File: src/design/vex_defines.svh
/*
 * Vector execute stage widths
 * Vector register and scalar sizes, element counts per size
 */
`ifndef VEX_DEFINES_SVH
`define VEX_DEFINES_SVH

// One vector register is one 64-bit word
`define VEX_VLEN 64

// Scalar integer width
`define VEX_XLEN 32

`define VEX_NUM_E8  (`VEX_VLEN/8)
`define VEX_NUM_E16 (`VEX_VLEN/16)
`define VEX_NUM_E32 (`VEX_VLEN/32)

`endif
File: src/design/vex_pkg.sv
/*
 * Vector execute stage types
 * Opcodes, element sizes and the vector word with its element views
 */
`default_nettype none

`include "vex_defines.svh"

package vex_pkg;

    typedef enum logic [3:0] {
        AND,
        OR,
        XOR,
        SLL,
        SRL,
        SRA,
        ADD,
        SUB,
        MIN,
        MAX,
        MINU,
        MAXU,
        SEQ,
        SLT,
        I2V,
        V2I
    } vex_opcode_e;

    // Code 3 is reserved and runs as 32-bit elements
    typedef enum logic [1:0] {
        E8,
        E16,
        E32,
        ERSVD
    } vex_osize_e;

    // Element 0 sits in the low bits of every view
    typedef union packed {
        logic [`VEX_VLEN-1:0]              data;
        logic [`VEX_NUM_E8-1:0][7:0]       e8;
        logic [`VEX_NUM_E16-1:0][15:0]     e16;
        logic [`VEX_NUM_E32-1:0][31:0]     e32;
    } vex_vec_u;

    typedef logic [`VEX_XLEN-1:0] vex_scalar_t;

endpackage

`default_nettype wire

File: src/design/vex_top.sv
/*
 * Vector execute stage top
 * Decoder and execute block, two cycles from issue to result
 */
`timescale 1ns/1ps
`default_nettype none

module vex_top (
    input  logic                 clk,
    input  logic                 rst_n,
    input  logic                 issue,
    input  vex_pkg::vex_opcode_e opcode,
    input  vex_pkg::vex_osize_e  osize,
    input  vex_pkg::vex_vec_u    srca,
    input  vex_pkg::vex_vec_u    srcb,
    input  vex_pkg::vex_scalar_t scalar_in,
    output logic                 result_valid,
    output vex_pkg::vex_vec_u    vec_result,
    output vex_pkg::vex_scalar_t int_result
);
    import vex_pkg::*;

    // Decoded strobes into the execute block
    logic is_and, is_or, is_xor;
    logic is_shift, is_left, is_arith;
    logic is_add, is_sub, is_min, is_max, is_signed;
    logic is_set_equal, is_set_less;
    logic is_i2v, is_v2i;

    vex_osize_e osize_exe;
    logic       exe_valid;

    // Port names match the nets one to one
    vex_decoder decoder_i (.*);

    vex_exe_alu exe_alu_i (.*);

endmodule

`default_nettype wire

File: src/design/vex_exe_alu.sv
/*
 * Vector execute block
 * Operand registers, the three ALUs, OR combine and result registers
 */
`timescale 1ns/1ps
`default_nettype none

module vex_exe_alu (
    input  logic                 clk,
    input  logic                 rst_n,
    input  logic                 issue,
    input  logic                 exe_valid,
    input  logic                 is_and,
    input  logic                 is_or,
    input  logic                 is_xor,
    input  logic                 is_shift,
    input  logic                 is_left,
    input  logic                 is_arith,
    input  logic                 is_add,
    input  logic                 is_sub,
    input  logic                 is_min,
    input  logic                 is_max,
    input  logic                 is_signed,
    input  logic                 is_set_equal,
    input  logic                 is_set_less,
    input  logic                 is_i2v,
    input  logic                 is_v2i,
    input  vex_pkg::vex_osize_e  osize_exe,
    input  vex_pkg::vex_vec_u    srca,
    input  vex_pkg::vex_vec_u    srcb,
    input  vex_pkg::vex_scalar_t scalar_in,
    output vex_pkg::vex_vec_u    vec_result,
    output vex_pkg::vex_scalar_t int_result
);
    import vex_pkg::*;

    vex_vec_u    srca_q;
    vex_vec_u    srcb_q;
    vex_scalar_t scalar_q;

    vex_vec_u    logic_res;
    vex_vec_u    arith_res;
    vex_vec_u    perm_res;
    vex_scalar_t perm_int;
    vex_vec_u    vec_comb;

    // Operand capture
    always_ff @(posedge clk) begin
        if (issue) begin
            srca_q   <= srca;
            srcb_q   <= srcb;
            scalar_q <= scalar_in;
        end
    end

    vex_logic_alu logic_alu_i (
        .is_and   (is_and),
        .is_or    (is_or),
        .is_xor   (is_xor),
        .is_shift (is_shift),
        .is_left  (is_left),
        .is_arith (is_arith),
        .osize    (osize_exe),
        .srca     (srca_q),
        .srcb     (srcb_q),
        .result   (logic_res)
    );

    vex_arith_alu arith_alu_i (
        .is_add       (is_add),
        .is_sub       (is_sub),
        .is_min       (is_min),
        .is_max       (is_max),
        .is_signed    (is_signed),
        .is_set_equal (is_set_equal),
        .is_set_less  (is_set_less),
        .osize        (osize_exe),
        .srca         (srca_q),
        .srcb         (srcb_q),
        .result       (arith_res)
    );

    vex_perm_alu perm_alu_i (
        .is_i2v       (is_i2v),
        .is_v2i       (is_v2i),
        .osize        (osize_exe),
        .srca         (srca_q),
        .scalar       (scalar_q),
        .vector_data  (perm_res),
        .integer_data (perm_int)
    );

    // Unselected ALUs drive zero
    assign vec_comb.data = logic_res.data | arith_res.data | perm_res.data;

    always_ff @(posedge clk or negedge rst_n) begin
        if (!rst_n) begin
            vec_result <= '0;
            int_result <= '0;
        end else if (exe_valid) begin
            vec_result <= vec_comb;
            int_result <= perm_int;
        end
    end

endmodule

`default_nettype wire

File: src/design/vex_perm_alu.sv
/*
 * Vector permutation ALU
 * Scalar broadcast into a vector and element 0 extract to a scalar
 */
`timescale 1ns/1ps
`default_nettype none

`include "vex_defines.svh"

module vex_perm_alu (
    input  logic                is_i2v,
    input  logic                is_v2i,
    input  vex_pkg::vex_osize_e  osize,
    input  vex_pkg::vex_vec_u   srca,
    input  vex_pkg::vex_scalar_t scalar,
    output vex_pkg::vex_vec_u   vector_data,
    output vex_pkg::vex_scalar_t integer_data
);
    import vex_pkg::*;

    always_comb begin
        vector_data  = '0;
        integer_data = '0;
        if (is_i2v) begin
            case (osize)
                E8: begin
                    for (int i = 0; i < `VEX_NUM_E8; i++) begin
                        vector_data.e8[i] = scalar[7:0];
                    end
                end
                E16: begin
                    for (int i = 0; i < `VEX_NUM_E16; i++) begin
                        vector_data.e16[i] = scalar[15:0];
                    end
                end
                default: begin
                    for (int i = 0; i < `VEX_NUM_E32; i++) begin
                        vector_data.e32[i] = scalar[31:0];
                    end
                end
            endcase
        end
        // Sign extension of element 0
        if (is_v2i) begin
            case (osize)
                E8:      integer_data = {{(`VEX_XLEN-8){srca.e8[0][7]}}, srca.e8[0]};
                E16:     integer_data = {{(`VEX_XLEN-16){srca.e16[0][15]}}, srca.e16[0]};
                default: integer_data = srca.e32[0];
            endcase
        end
    end

endmodule

`default_nettype wire

File: src/design/vex_arith_alu.sv
/*
 * Vector arithmetic ALU
 * Per-element add, subtract, min/max and set compares
 */
`timescale 1ns/1ps
`default_nettype none

`include "vex_defines.svh"

module vex_arith_alu (
    input  logic               is_add,
    input  logic               is_sub,
    input  logic               is_min,
    input  logic               is_max,
    input  logic               is_signed,
    input  logic               is_set_equal,
    input  logic               is_set_less,
    input  vex_pkg::vex_osize_e osize,
    input  vex_pkg::vex_vec_u  srca,
    input  vex_pkg::vex_vec_u  srcb,
    output vex_pkg::vex_vec_u  result
);
    import vex_pkg::*;

    // Operands come in extended to 33 bits, so the difference never overflows
    // and its top bit is the less-than flag for either signedness
    function automatic logic [31:0] elem_op(input logic [32:0] a,
                                            input logic [32:0] b);
        logic [32:0] sum;
        logic [32:0] diff;
        logic        less;
        logic [31:0] res;
        sum  = a + b;
        diff = a - b;
        less = diff[32];
        res  = '0;
        if (is_add)       res = sum[31:0];
        if (is_sub)       res = diff[31:0];
        if (is_min)       res = less ? a[31:0] : b[31:0];
        if (is_max)       res = less ? b[31:0] : a[31:0];
        if (is_set_equal) res = {31'b0, diff == '0};
        if (is_set_less)  res = {31'b0, less};
        return res;
    endfunction

    always_comb begin
        logic [32:0] ext_a;
        logic [32:0] ext_b;
        logic [31:0] elem;
        ext_a  = '0;
        ext_b  = '0;
        elem   = '0;
        result = '0;
        case (osize)
            E8: begin
                for (int i = 0; i < `VEX_NUM_E8; i++) begin
                    ext_a         = {{25{is_signed & srca.e8[i][7]}}, srca.e8[i]};
                    ext_b         = {{25{is_signed & srcb.e8[i][7]}}, srcb.e8[i]};
                    elem          = elem_op(ext_a, ext_b);
                    result.e8[i]  = elem[7:0];
                end
            end
            E16: begin
                for (int i = 0; i < `VEX_NUM_E16; i++) begin
                    ext_a         = {{17{is_signed & srca.e16[i][15]}}, srca.e16[i]};
                    ext_b         = {{17{is_signed & srcb.e16[i][15]}}, srcb.e16[i]};
                    elem          = elem_op(ext_a, ext_b);
                    result.e16[i] = elem[15:0];
                end
            end
            default: begin
                for (int i = 0; i < `VEX_NUM_E32; i++) begin
                    ext_a         = {is_signed & srca.e32[i][31], srca.e32[i]};
                    ext_b         = {is_signed & srcb.e32[i][31], srcb.e32[i]};
                    result.e32[i] = elem_op(ext_a, ext_b);
                end
            end
        endcase
    end

endmodule

`default_nettype wire

File: src/design/vex_logic_alu.sv
/*
 * Vector logical ALU
 * Bitwise AND/OR/XOR and per-element shifts
 */
`timescale 1ns/1ps
`default_nettype none

`include "vex_defines.svh"

module vex_logic_alu (
    input  logic               is_and,
    input  logic               is_or,
    input  logic               is_xor,
    input  logic               is_shift,
    input  logic               is_left,
    input  logic               is_arith,
    input  vex_pkg::vex_osize_e osize,
    input  vex_pkg::vex_vec_u  srca,
    input  vex_pkg::vex_vec_u  srcb,
    output vex_pkg::vex_vec_u  result
);
    import vex_pkg::*;

    // Operand arrives already extended to 32 bits
    function automatic logic [31:0] shift_elem(input logic [31:0] value,
                                               input logic [4:0]  amount);
        if (is_left) begin
            return value << amount;
        end
        if (is_arith) begin
            return $signed(value) >>> amount;
        end
        return value >> amount;
    endfunction

    always_comb begin
        logic [31:0] ext;
        logic [31:0] shifted;
        ext     = '0;
        shifted = '0;
        result  = '0;
        if (is_and) result.data = srca.data & srcb.data;
        if (is_or)  result.data = srca.data | srcb.data;
        if (is_xor) result.data = srca.data ^ srcb.data;
        if (is_shift) begin
            case (osize)
                E8: begin
                    for (int i = 0; i < `VEX_NUM_E8; i++) begin
                        ext           = {{24{is_arith & srca.e8[i][7]}}, srca.e8[i]};
                        shifted       = shift_elem(ext, {2'b00, srcb.e8[i][2:0]});
                        result.e8[i]  = shifted[7:0];
                    end
                end
                E16: begin
                    for (int i = 0; i < `VEX_NUM_E16; i++) begin
                        ext           = {{16{is_arith & srca.e16[i][15]}}, srca.e16[i]};
                        shifted       = shift_elem(ext, {1'b0, srcb.e16[i][3:0]});
                        result.e16[i] = shifted[15:0];
                    end
                end
                default: begin
                    for (int i = 0; i < `VEX_NUM_E32; i++) begin
                        result.e32[i] = shift_elem(srca.e32[i], srcb.e32[i][4:0]);
                    end
                end
            endcase
        end
    end

endmodule

`default_nettype wire

File: src/design/vex_decoder.sv
/*
 * Vector execute control
 * Decodes the opcode into operation strobes and pipes the valid bits
 */
`timescale 1ns/1ps
`default_nettype none

module vex_decoder (
    input  logic                 clk,
    input  logic                 rst_n,
    input  logic                 issue,
    input  vex_pkg::vex_opcode_e opcode,
    input  vex_pkg::vex_osize_e  osize,
    output logic                 is_and,
    output logic                 is_or,
    output logic                 is_xor,
    output logic                 is_shift,
    output logic                 is_left,
    output logic                 is_arith,
    output logic                 is_add,
    output logic                 is_sub,
    output logic                 is_min,
    output logic                 is_max,
    output logic                 is_signed,
    output logic                 is_set_equal,
    output logic                 is_set_less,
    output logic                 is_i2v,
    output logic                 is_v2i,
    output vex_pkg::vex_osize_e  osize_exe,
    output logic                 exe_valid,
    output logic                 result_valid
);
    import vex_pkg::*;

    logic dec_and, dec_or, dec_xor;
    logic dec_shift, dec_left, dec_arith;
    logic dec_add, dec_sub, dec_min, dec_max, dec_signed;
    logic dec_set_equal, dec_set_less;
    logic dec_i2v, dec_v2i;

    // Strobes stay low on cycles without an issue
    always_comb begin
        dec_and       = 1'b0;
        dec_or        = 1'b0;
        dec_xor       = 1'b0;
        dec_shift     = 1'b0;
        dec_left      = 1'b0;
        dec_arith     = 1'b0;
        dec_add       = 1'b0;
        dec_sub       = 1'b0;
        dec_min       = 1'b0;
        dec_max       = 1'b0;
        dec_signed    = 1'b0;
        dec_set_equal = 1'b0;
        dec_set_less  = 1'b0;
        dec_i2v       = 1'b0;
        dec_v2i       = 1'b0;
        if (issue) begin
            case (opcode)
                AND:  dec_and = 1'b1;
                OR:   dec_or = 1'b1;
                XOR:  dec_xor = 1'b1;
                SLL: begin
                    dec_shift = 1'b1;
                    dec_left  = 1'b1;
                end
                SRL:  dec_shift = 1'b1;
                SRA: begin
                    dec_shift = 1'b1;
                    dec_arith = 1'b1;
                end
                ADD:  dec_add = 1'b1;
                SUB:  dec_sub = 1'b1;
                MIN: begin
                    dec_min    = 1'b1;
                    dec_signed = 1'b1;
                end
                MAX: begin
                    dec_max    = 1'b1;
                    dec_signed = 1'b1;
                end
                MINU: dec_min = 1'b1;
                MAXU: dec_max = 1'b1;
                SEQ:  dec_set_equal = 1'b1;
                SLT: begin
                    dec_set_less = 1'b1;
                    dec_signed   = 1'b1;
                end
                I2V:  dec_i2v = 1'b1;
                default: dec_v2i = 1'b1;
            endcase
        end
    end

    always_ff @(posedge clk or negedge rst_n) begin
        if (!rst_n) begin
            is_and       <= 1'b0;
            is_or        <= 1'b0;
            is_xor       <= 1'b0;
            is_shift     <= 1'b0;
            is_left      <= 1'b0;
            is_arith     <= 1'b0;
            is_add       <= 1'b0;
            is_sub       <= 1'b0;
            is_min       <= 1'b0;
            is_max       <= 1'b0;
            is_signed    <= 1'b0;
            is_set_equal <= 1'b0;
            is_set_less  <= 1'b0;
            is_i2v       <= 1'b0;
            is_v2i       <= 1'b0;
            osize_exe    <= E8;
            exe_valid    <= 1'b0;
            result_valid <= 1'b0;
        end else begin
            is_and       <= dec_and;
            is_or        <= dec_or;
            is_xor       <= dec_xor;
            is_shift     <= dec_shift;
            is_left      <= dec_left;
            is_arith     <= dec_arith;
            is_add       <= dec_add;
            is_sub       <= dec_sub;
            is_min       <= dec_min;
            is_max       <= dec_max;
            is_signed    <= dec_signed;
            is_set_equal <= dec_set_equal;
            is_set_less  <= dec_set_less;
            is_i2v       <= dec_i2v;
            is_v2i       <= dec_v2i;
            exe_valid    <= issue;
            result_valid <= exe_valid;
            if (issue) begin
                osize_exe <= (osize == ERSVD) ? E32 : osize;
            end
        end
    end

endmodule

`default_nettype wire

File: config.mk
export PLATFORM = sky130hd
export DESIGN_NAME = vex_top
export DESIGN_NICKNAME = d
export VERILOG_FILES = /design/src/design/vex_pkg.sv /design/src/design/vex_top.sv /design/src/design/vex_exe_alu.sv /design/src/design/vex_perm_alu.sv /design/src/design/vex_arith_alu.sv /design/src/design/vex_logic_alu.sv /design/src/design/vex_decoder.sv
export VERILOG_INCLUDE_DIRS = /design/src /design/src/design
export SDC_FILE = /design/constraint.sdc
export NUM_CORES = 2
export LEC_CHECK = 0
export BUFFER_PORTS_ARGS = -buffer_cell sky130_fd_sc_hd__buf_2
export CORE_MARGIN = 1.5
export CORE_UTILIZATION = 40
export CTS_CLUSTER_SIZE = 20
export DETAILED_ROUTE_END_ITERATION = 10
export MAX_ROUTING_LAYER = met4
export PLACE_DENSITY = 0.66
export SLEW_MARGIN = 20
export SYNTH_ARGS = -nofsm -noshare
export SYNTH_HDL_FRONTEND = slang
export SYNTH_HIERARCHICAL = 1
export SYNTH_SLANG_ARGS = --single-unit
export TNS_END_PERCENT = 20
File: constraint.sdc
create_clock -name clk -period 5.6 [get_ports clk]
set_clock_uncertainty 0.1 [all_clocks]
set_input_delay 0.84 -clock clk [delete_from_list [all_inputs] [get_ports clk]]
set_output_delay 0.84 -clock clk [all_outputs]
set_load 0.02 [all_outputs]
Word level (Yosys, flattened, before mapping)
Index checks and enable logic that the tools add are counted.
{ "word_totals": {"output_inout_bits": 97, "in_bits": 169, "register_bits": 275, "wordCells": 386} }
{ "classes": {"n_eq_ne": 16, "n_addsub": 28, "n_reduce_logical": 22, "bitwise_logic": 29, "shifts": 42, "mux": 226} }
{ "ops": {"columns": ["operator", "n"], "rows": [
  ["32-bit 2-to-1 mux", 25],
  ["16-bit 2-to-1 mux", 48],
  ["8-bit 2-to-1 mux", 96],
  ["33-bit zero test", 14],
  ["64-bit case mux with 2 select lines", 3],
  ["64-bit 2-to-1 mux", 5],
  ["32-bit by 3-bit left shift with 8-bit output", 8],
  ["32-bit by 3-bit >> shifter with 8-bit output", 8],
  ["64-bit OR", 3],
  ["32-bit by 4-bit left shift with 16-bit output", 4],
  ["32-bit by 4-bit >> shifter with 16-bit output", 4],
  ["9-bit by 9-bit subtractor with 10-bit output", 8],
  ["9-bit by 3-bit >>> shifter with 8-bit output", 8],
  ["17-bit by 17-bit subtractor with 18-bit output", 4],
  ["17-bit by 4-bit >>> shifter with 16-bit output", 4],
  ["33-bit subtractor", 2],
  ["16-bit adder", 4],
  ["32-bit adder", 2],
  ["8-bit adder", 8],
  ["64-bit AND", 1],
  ["32-bit case mux with 2 select lines", 1],
  ["32-bit by 5-bit left shift with 32-bit output", 2],
  ["32-bit by 5-bit >> shifter with 32-bit output", 2],
  ["32-bit by 5-bit >>> shifter with 32-bit output", 2],
  ["15 further kinds", 97]
]} }

Depth between registers and ports, before layout
{ "depth": {"ltp_word": 13, "mapped_depth": 18, "depth_no_buf": 16} }

By module
Netlist, hierarchy kept.
{ "modules_own_cells": {"columns": ["mod", "instances", "cells_each", "area_per_inst_um2", "seq_area_each_um2"], "rows": [
  ["vex_logic_alu", 1, 2723, 19697.6, 0.0],
  ["vex_arith_alu", 1, 2845, 17893.4, 0.0],
  ["vex_exe_alu", 1, 498, 8643.3, 7206.9],
  ["vex_perm_alu", 1, 183, 1300.0, 0.0],
  ["vex_decoder", 1, 52, 664.4, 475.5]
]} }

Least setup slack after synthesis
OpenSTA, ideal clock, no wires.
{ "synth_timing": {"path_kind": "reg-to-reg", "start": "register exe_alu_i/srca_q[32] in the netlist's numbering", "end": "register exe_alu_i/vec_result[59] in the netlist's numbering", "path_stages_with_launch": 17, "period_less_slack_ns": 3.944, "required_time_ns": 5.374, "path_buffers": 0, "slack_ns": 1.656, "setup_ns": 0.126, "arrival_time_ns": 3.718, "path_cell_list": "edfxtp_1 inv_1 ha_1 inv_1 fa_1 a21o_1 a311o_1 nand2_1 a2111oi_4 o31ai_4 xnor2_2 mux2i_4 mux2i_1 a21oi_1 a311o_1 nor3_1 a21oi_1"} }
{ "synth_lines": {"columns": ["item", "line", "source"], "rows": [
  ["from (decl)", "vex_exe_alu.sv:37", "vex_vec_u srca_q;"],
  ["from (signal assigned)", "vex_exe_alu.sv:50", "srca_q <= srca;"],
  ["to (signal assigned)", "vex_exe_alu.sv:101", "vec_result <= vec_comb;"],
  ["to (decl)", "vex_exe_alu.sv:32", "output vex_pkg::vex_vec_u vec_result,"]
]} }

==> results_dict.tcl <==
set metrics [dict create \
    insertion_delay_ns 0.64 \
    die_x_um 350.1 \
    endpoint_kind "flip-flop" \
    die_h_um 350.1 \
    yosysMostFrequentCell "nor2_1" \
    swShare 0.5065 \
    fin_nets 6806 \
    rows 127 \
    grt_pass1_vias 52460 \
    combPwrFrac 0.578 \
    yosysUniqueCellTypes 109 \
    dpl.cell_count 7921 \
    viasPerCell 7.141 \
    clockPowerShare 0.209 \
    clock-sinks 275 \
    path_class "reg2reg" \
    drc_errors 0 \
    gp_congestion 1.125 \
    setup_viol 0 \
    drt_pass1_iterations 8 \
    clockBufferDepth 3 \
    area_growth_pct 10.01 \
    async_reset_ff_frac 0.4182 \
    htree_levels 2 \
    cts_root_buffer "clkbuf_16" \
    hp-class "in2async" \
    fmax_mhz 194.5 \
    max-slew-margin-rel 0.1396 \
    grt_overflow 0 \
    hpwlAfterDp_um 228400 \
    peakVddDrop_mv 0.2747 \
    yosysTopAreaCellShare 0.09968 \
    drive_gt1_frac 0.1728 \
    yosysTopAreaCell "edfxtp_1" \
    cts_setup_buffers 0 \
    cts_resized 0 \
    max_stage_delay_ns 0.70 \
    finalCritPeriodShare 0.9183 \
    cts-hold-fix-buffers 0 \
    worst_pin_slew_ns 1.291 \
    p_total_uw 12560 \
    tns_ns 0 \
    synth_area_leaders "edfxtp_1, mux4_2, ha_1, dfrtp_1, a21oi_1" \
    cap_violations 0 \
    status "finished, final reports clean" \
    antenna_found_initial 40 \
    seqPwrFrac 0.213 \
    detail-route-antenna-nets 0 \
    yosys_register_bits 275 \
    leakage_uw 0.02097 \
    port_buffers 265 \
    wl_um 304700 \
    synth-seq-area-share 0.1594 \
    cts_buffers 38 \
    path_clk_slew_ns 0.07 \
    grt_usage 0.4942 \
    yosysWarnings 6 \
    vias 57290 \
    wire_per_inst_um 37.97 \
    synth_commonest_cells "nor2_1, nand2_1, a21oi_1" \
    syn_inst 6301 \
    start_util 0.4028 \
    period_needed_ns 5.143 \
    slew_violations 0 \
    required_ns 5.97 \
    switchingPower_uw 6359 \
    syn-cell-area_mm2 0.04820 \
    hold_violations 0 \
    crit_arrival_ns 5.52 \
    stdcell_count 8023 \
    synth_ff_type "edfxtp_1" \
    cp_cell_sequence "inv_1 > ha_1 > nand4_1 > or2_2 > a2111oi_4 > o31ai_4 > xnor2_4 > a21oi_1 > buf_4 > nand3_1 > o21ai_1 > a221o_1 > nor3_1 > a21oi_2" \
    tritoncts "done" \
    cp-start-kind "flip-flop" \
    power.density_mw_per_mm2 236.8 \
    cp_slowest_cell "ha_1" \
    grt_max_degree 120 \
    rsz0062_at_grt "false" \
    synth_edf_count 160 \
    p_int_uw 6196 \
    syn_avg_cell_area_um2 7.649 \
    grt_first_pass_wirelength_um 417800 \
    worstPathMaxFanout 12 \
    top_level_ports 266 \
    core-area_mm2 0.1197 \
    dieArea_mm2 0.1226 \
    syn_nets 6758 \
    first_iter_violations 9281 \
]
-- cells in the final DEF, fill, tap and decap left out, drive strengths merged, types with 32 or more instances in the layout --
master     n
ha       272
nand2    561
nand2b    53
a22oi     47
buf      615
xor2      52
o221ai    43
o31ai     54
nor3     219
mux4     152
a211oi   160
a21oi    563
o21ai    369
nor4      44
dfrtp    115
a221oi    74
inv      284
a31oi     84
and3      37
o2111ai   32
clkbuf    55
xnor2    172
a21o      52
nand3    116
o22ai     78
edfxtp   160
nor2b    113
mux2     154
diode     32
o211ai   119
nor2     621
mux2i    268
and2      44
a311oi    33
o21a      35
nand4     40
-- kinds of logic (layout without fill, tap and decap cells) --
logic type | after synthesis | in the layout | share of synthesized area
compound gates | 2081 | 2081 | 0.2911
other cells | 0 | 32 | 0
mux | 574 | 574 | 0.1635
flops | 275 | 275 | 0.1594
simple gates | 1955 | 1955 | 0.1863
xor+xnor | 224 | 224 | 0.04156
fa+ha+maj | 288 | 288 | 0.07725
buf+inv | 904 | 982 | 0.08086
-- power groups by stage --
stage | logic (uW) | clock network (uW) | registers (uW)
4_1_cts | 6950 | 2620 | 2640
3_5_place_dp | 6910 | 0 | 2680
3_3_place_gp | 6940 | 0 | 2680
5_1_grt | 7530 | 2680 | 2660
6_report | 7260 | 2620 | 2680
2_1_floorplan | 4230 | 0 | 2670
-- flip-flops by register name (all words and copies together) (netlist names) --
| signal | flops |
|---|---|
| decoder_i/result_valid | 1 |
| decoder_i/is_set_less | 1 |
| decoder_i/is_shift | 1 |
| decoder_i/osize_exe | 2 |
| decoder_i/is_sub | 1 |
| decoder_i/is_signed | 1 |
| decoder_i/is_add | 1 |
| decoder_i/is_and | 1 |
| exe_alu_i/scalar_q | 32 |
| decoder_i/is_or | 1 |
| decoder_i/is_v2i | 1 |
| exe_alu_i/srcb_q | 64 |
| exe_alu_i/srca_q | 64 |
| decoder_i/exe_valid | 1 |
| exe_alu_i/int_result | 32 |
| decoder_i/is_i2v | 1 |
| decoder_i/is_set_equal | 1 |
| decoder_i/is_max | 1 |
| decoder_i/is_xor | 1 |
| decoder_i/is_arith | 1 |
| decoder_i/is_min | 1 |
| decoder_i/is_left | 1 |
| exe_alu_i/vec_result | 64 |
-- layout make-up --
type / instances / area [um2]
clock buffer: 54 / 1154
tap: 1612 / 2017
antenna: 32 / 80.08
timing repair buffer: 616 / 4114
inverter: 296 / 1111
clock inverter: 16 / 128.9
fill: 12210 / 66630
sequential: 275 / 7714
multi-input combinational: 5122 / 36700
-- final timing paths --
check | from | endpoint | slack, ns | depth (start not counted)
hold reg to reg | exe_alu_i/int_result[20] | exe_alu_i/int_result[20] | 0.41 | 1
max in group asynchronous | rst_n | decoder_i/osize_exe[1] | 4.26 | 2
hold / removal | rst_n | exe_alu_i/int_result[30] | 0.09 | 1
min in group clk | srcb[57] | exe_alu_i/srcb_q[57] | 0.27 | 1
setup / recovery | exe_alu_i/srcb_q[47] | exe_alu_i/vec_result[33] | 0.46 | 14
setup reg to reg | exe_alu_i/srcb_q[47] | exe_alu_i/vec_result[33] | 0.46 | 14
-- routing by layer --
| layer | vias to the layer above | track usage | wire length, um |
|---|---|---|---|
| met4 | 0 | 0.3631 | 28230 |
| met3 | 1113 | 0.1366 | 38610 |
| met5 | - | - | 0 |
| met2 | 4688 | 0.7046 | 125800 |
| met1 | 27770 | 0.5936 | 112100 |
| li1 | 23720 | - | - |
-- worst max-delay path: cells and delay by family, from the launching register on --
family / cells / cell delay [ns]
compound gates: 6 / 1.46
simple gates: 4 / 1.14
fa+ha+maj: 1 / 0.70
flops: 1 / 0.67
buf+inv: 2 / 0.48
xor+xnor: 1 / 0.39
-- stage by stage --
step | util | hold slack (ns) | instance area, um2 | setup WS [ns]
CTS | 0.4424 | 0.07684 | 52940 | 0.5996
detailed placement | 0.4317 | 0.3907 | 51650 | 0.6423
global placement | 0.4317 | 0.3874 | 51650 | 0.6496
floorplan | - | 0.2745 | 48200 | 1.656
global route | 0.4430 | 0.1162 | 53000 | 0.02609
finish | 0.4431 | 0.08955 | 53020 | 0.4575
(Power assumes the default switching activity.)
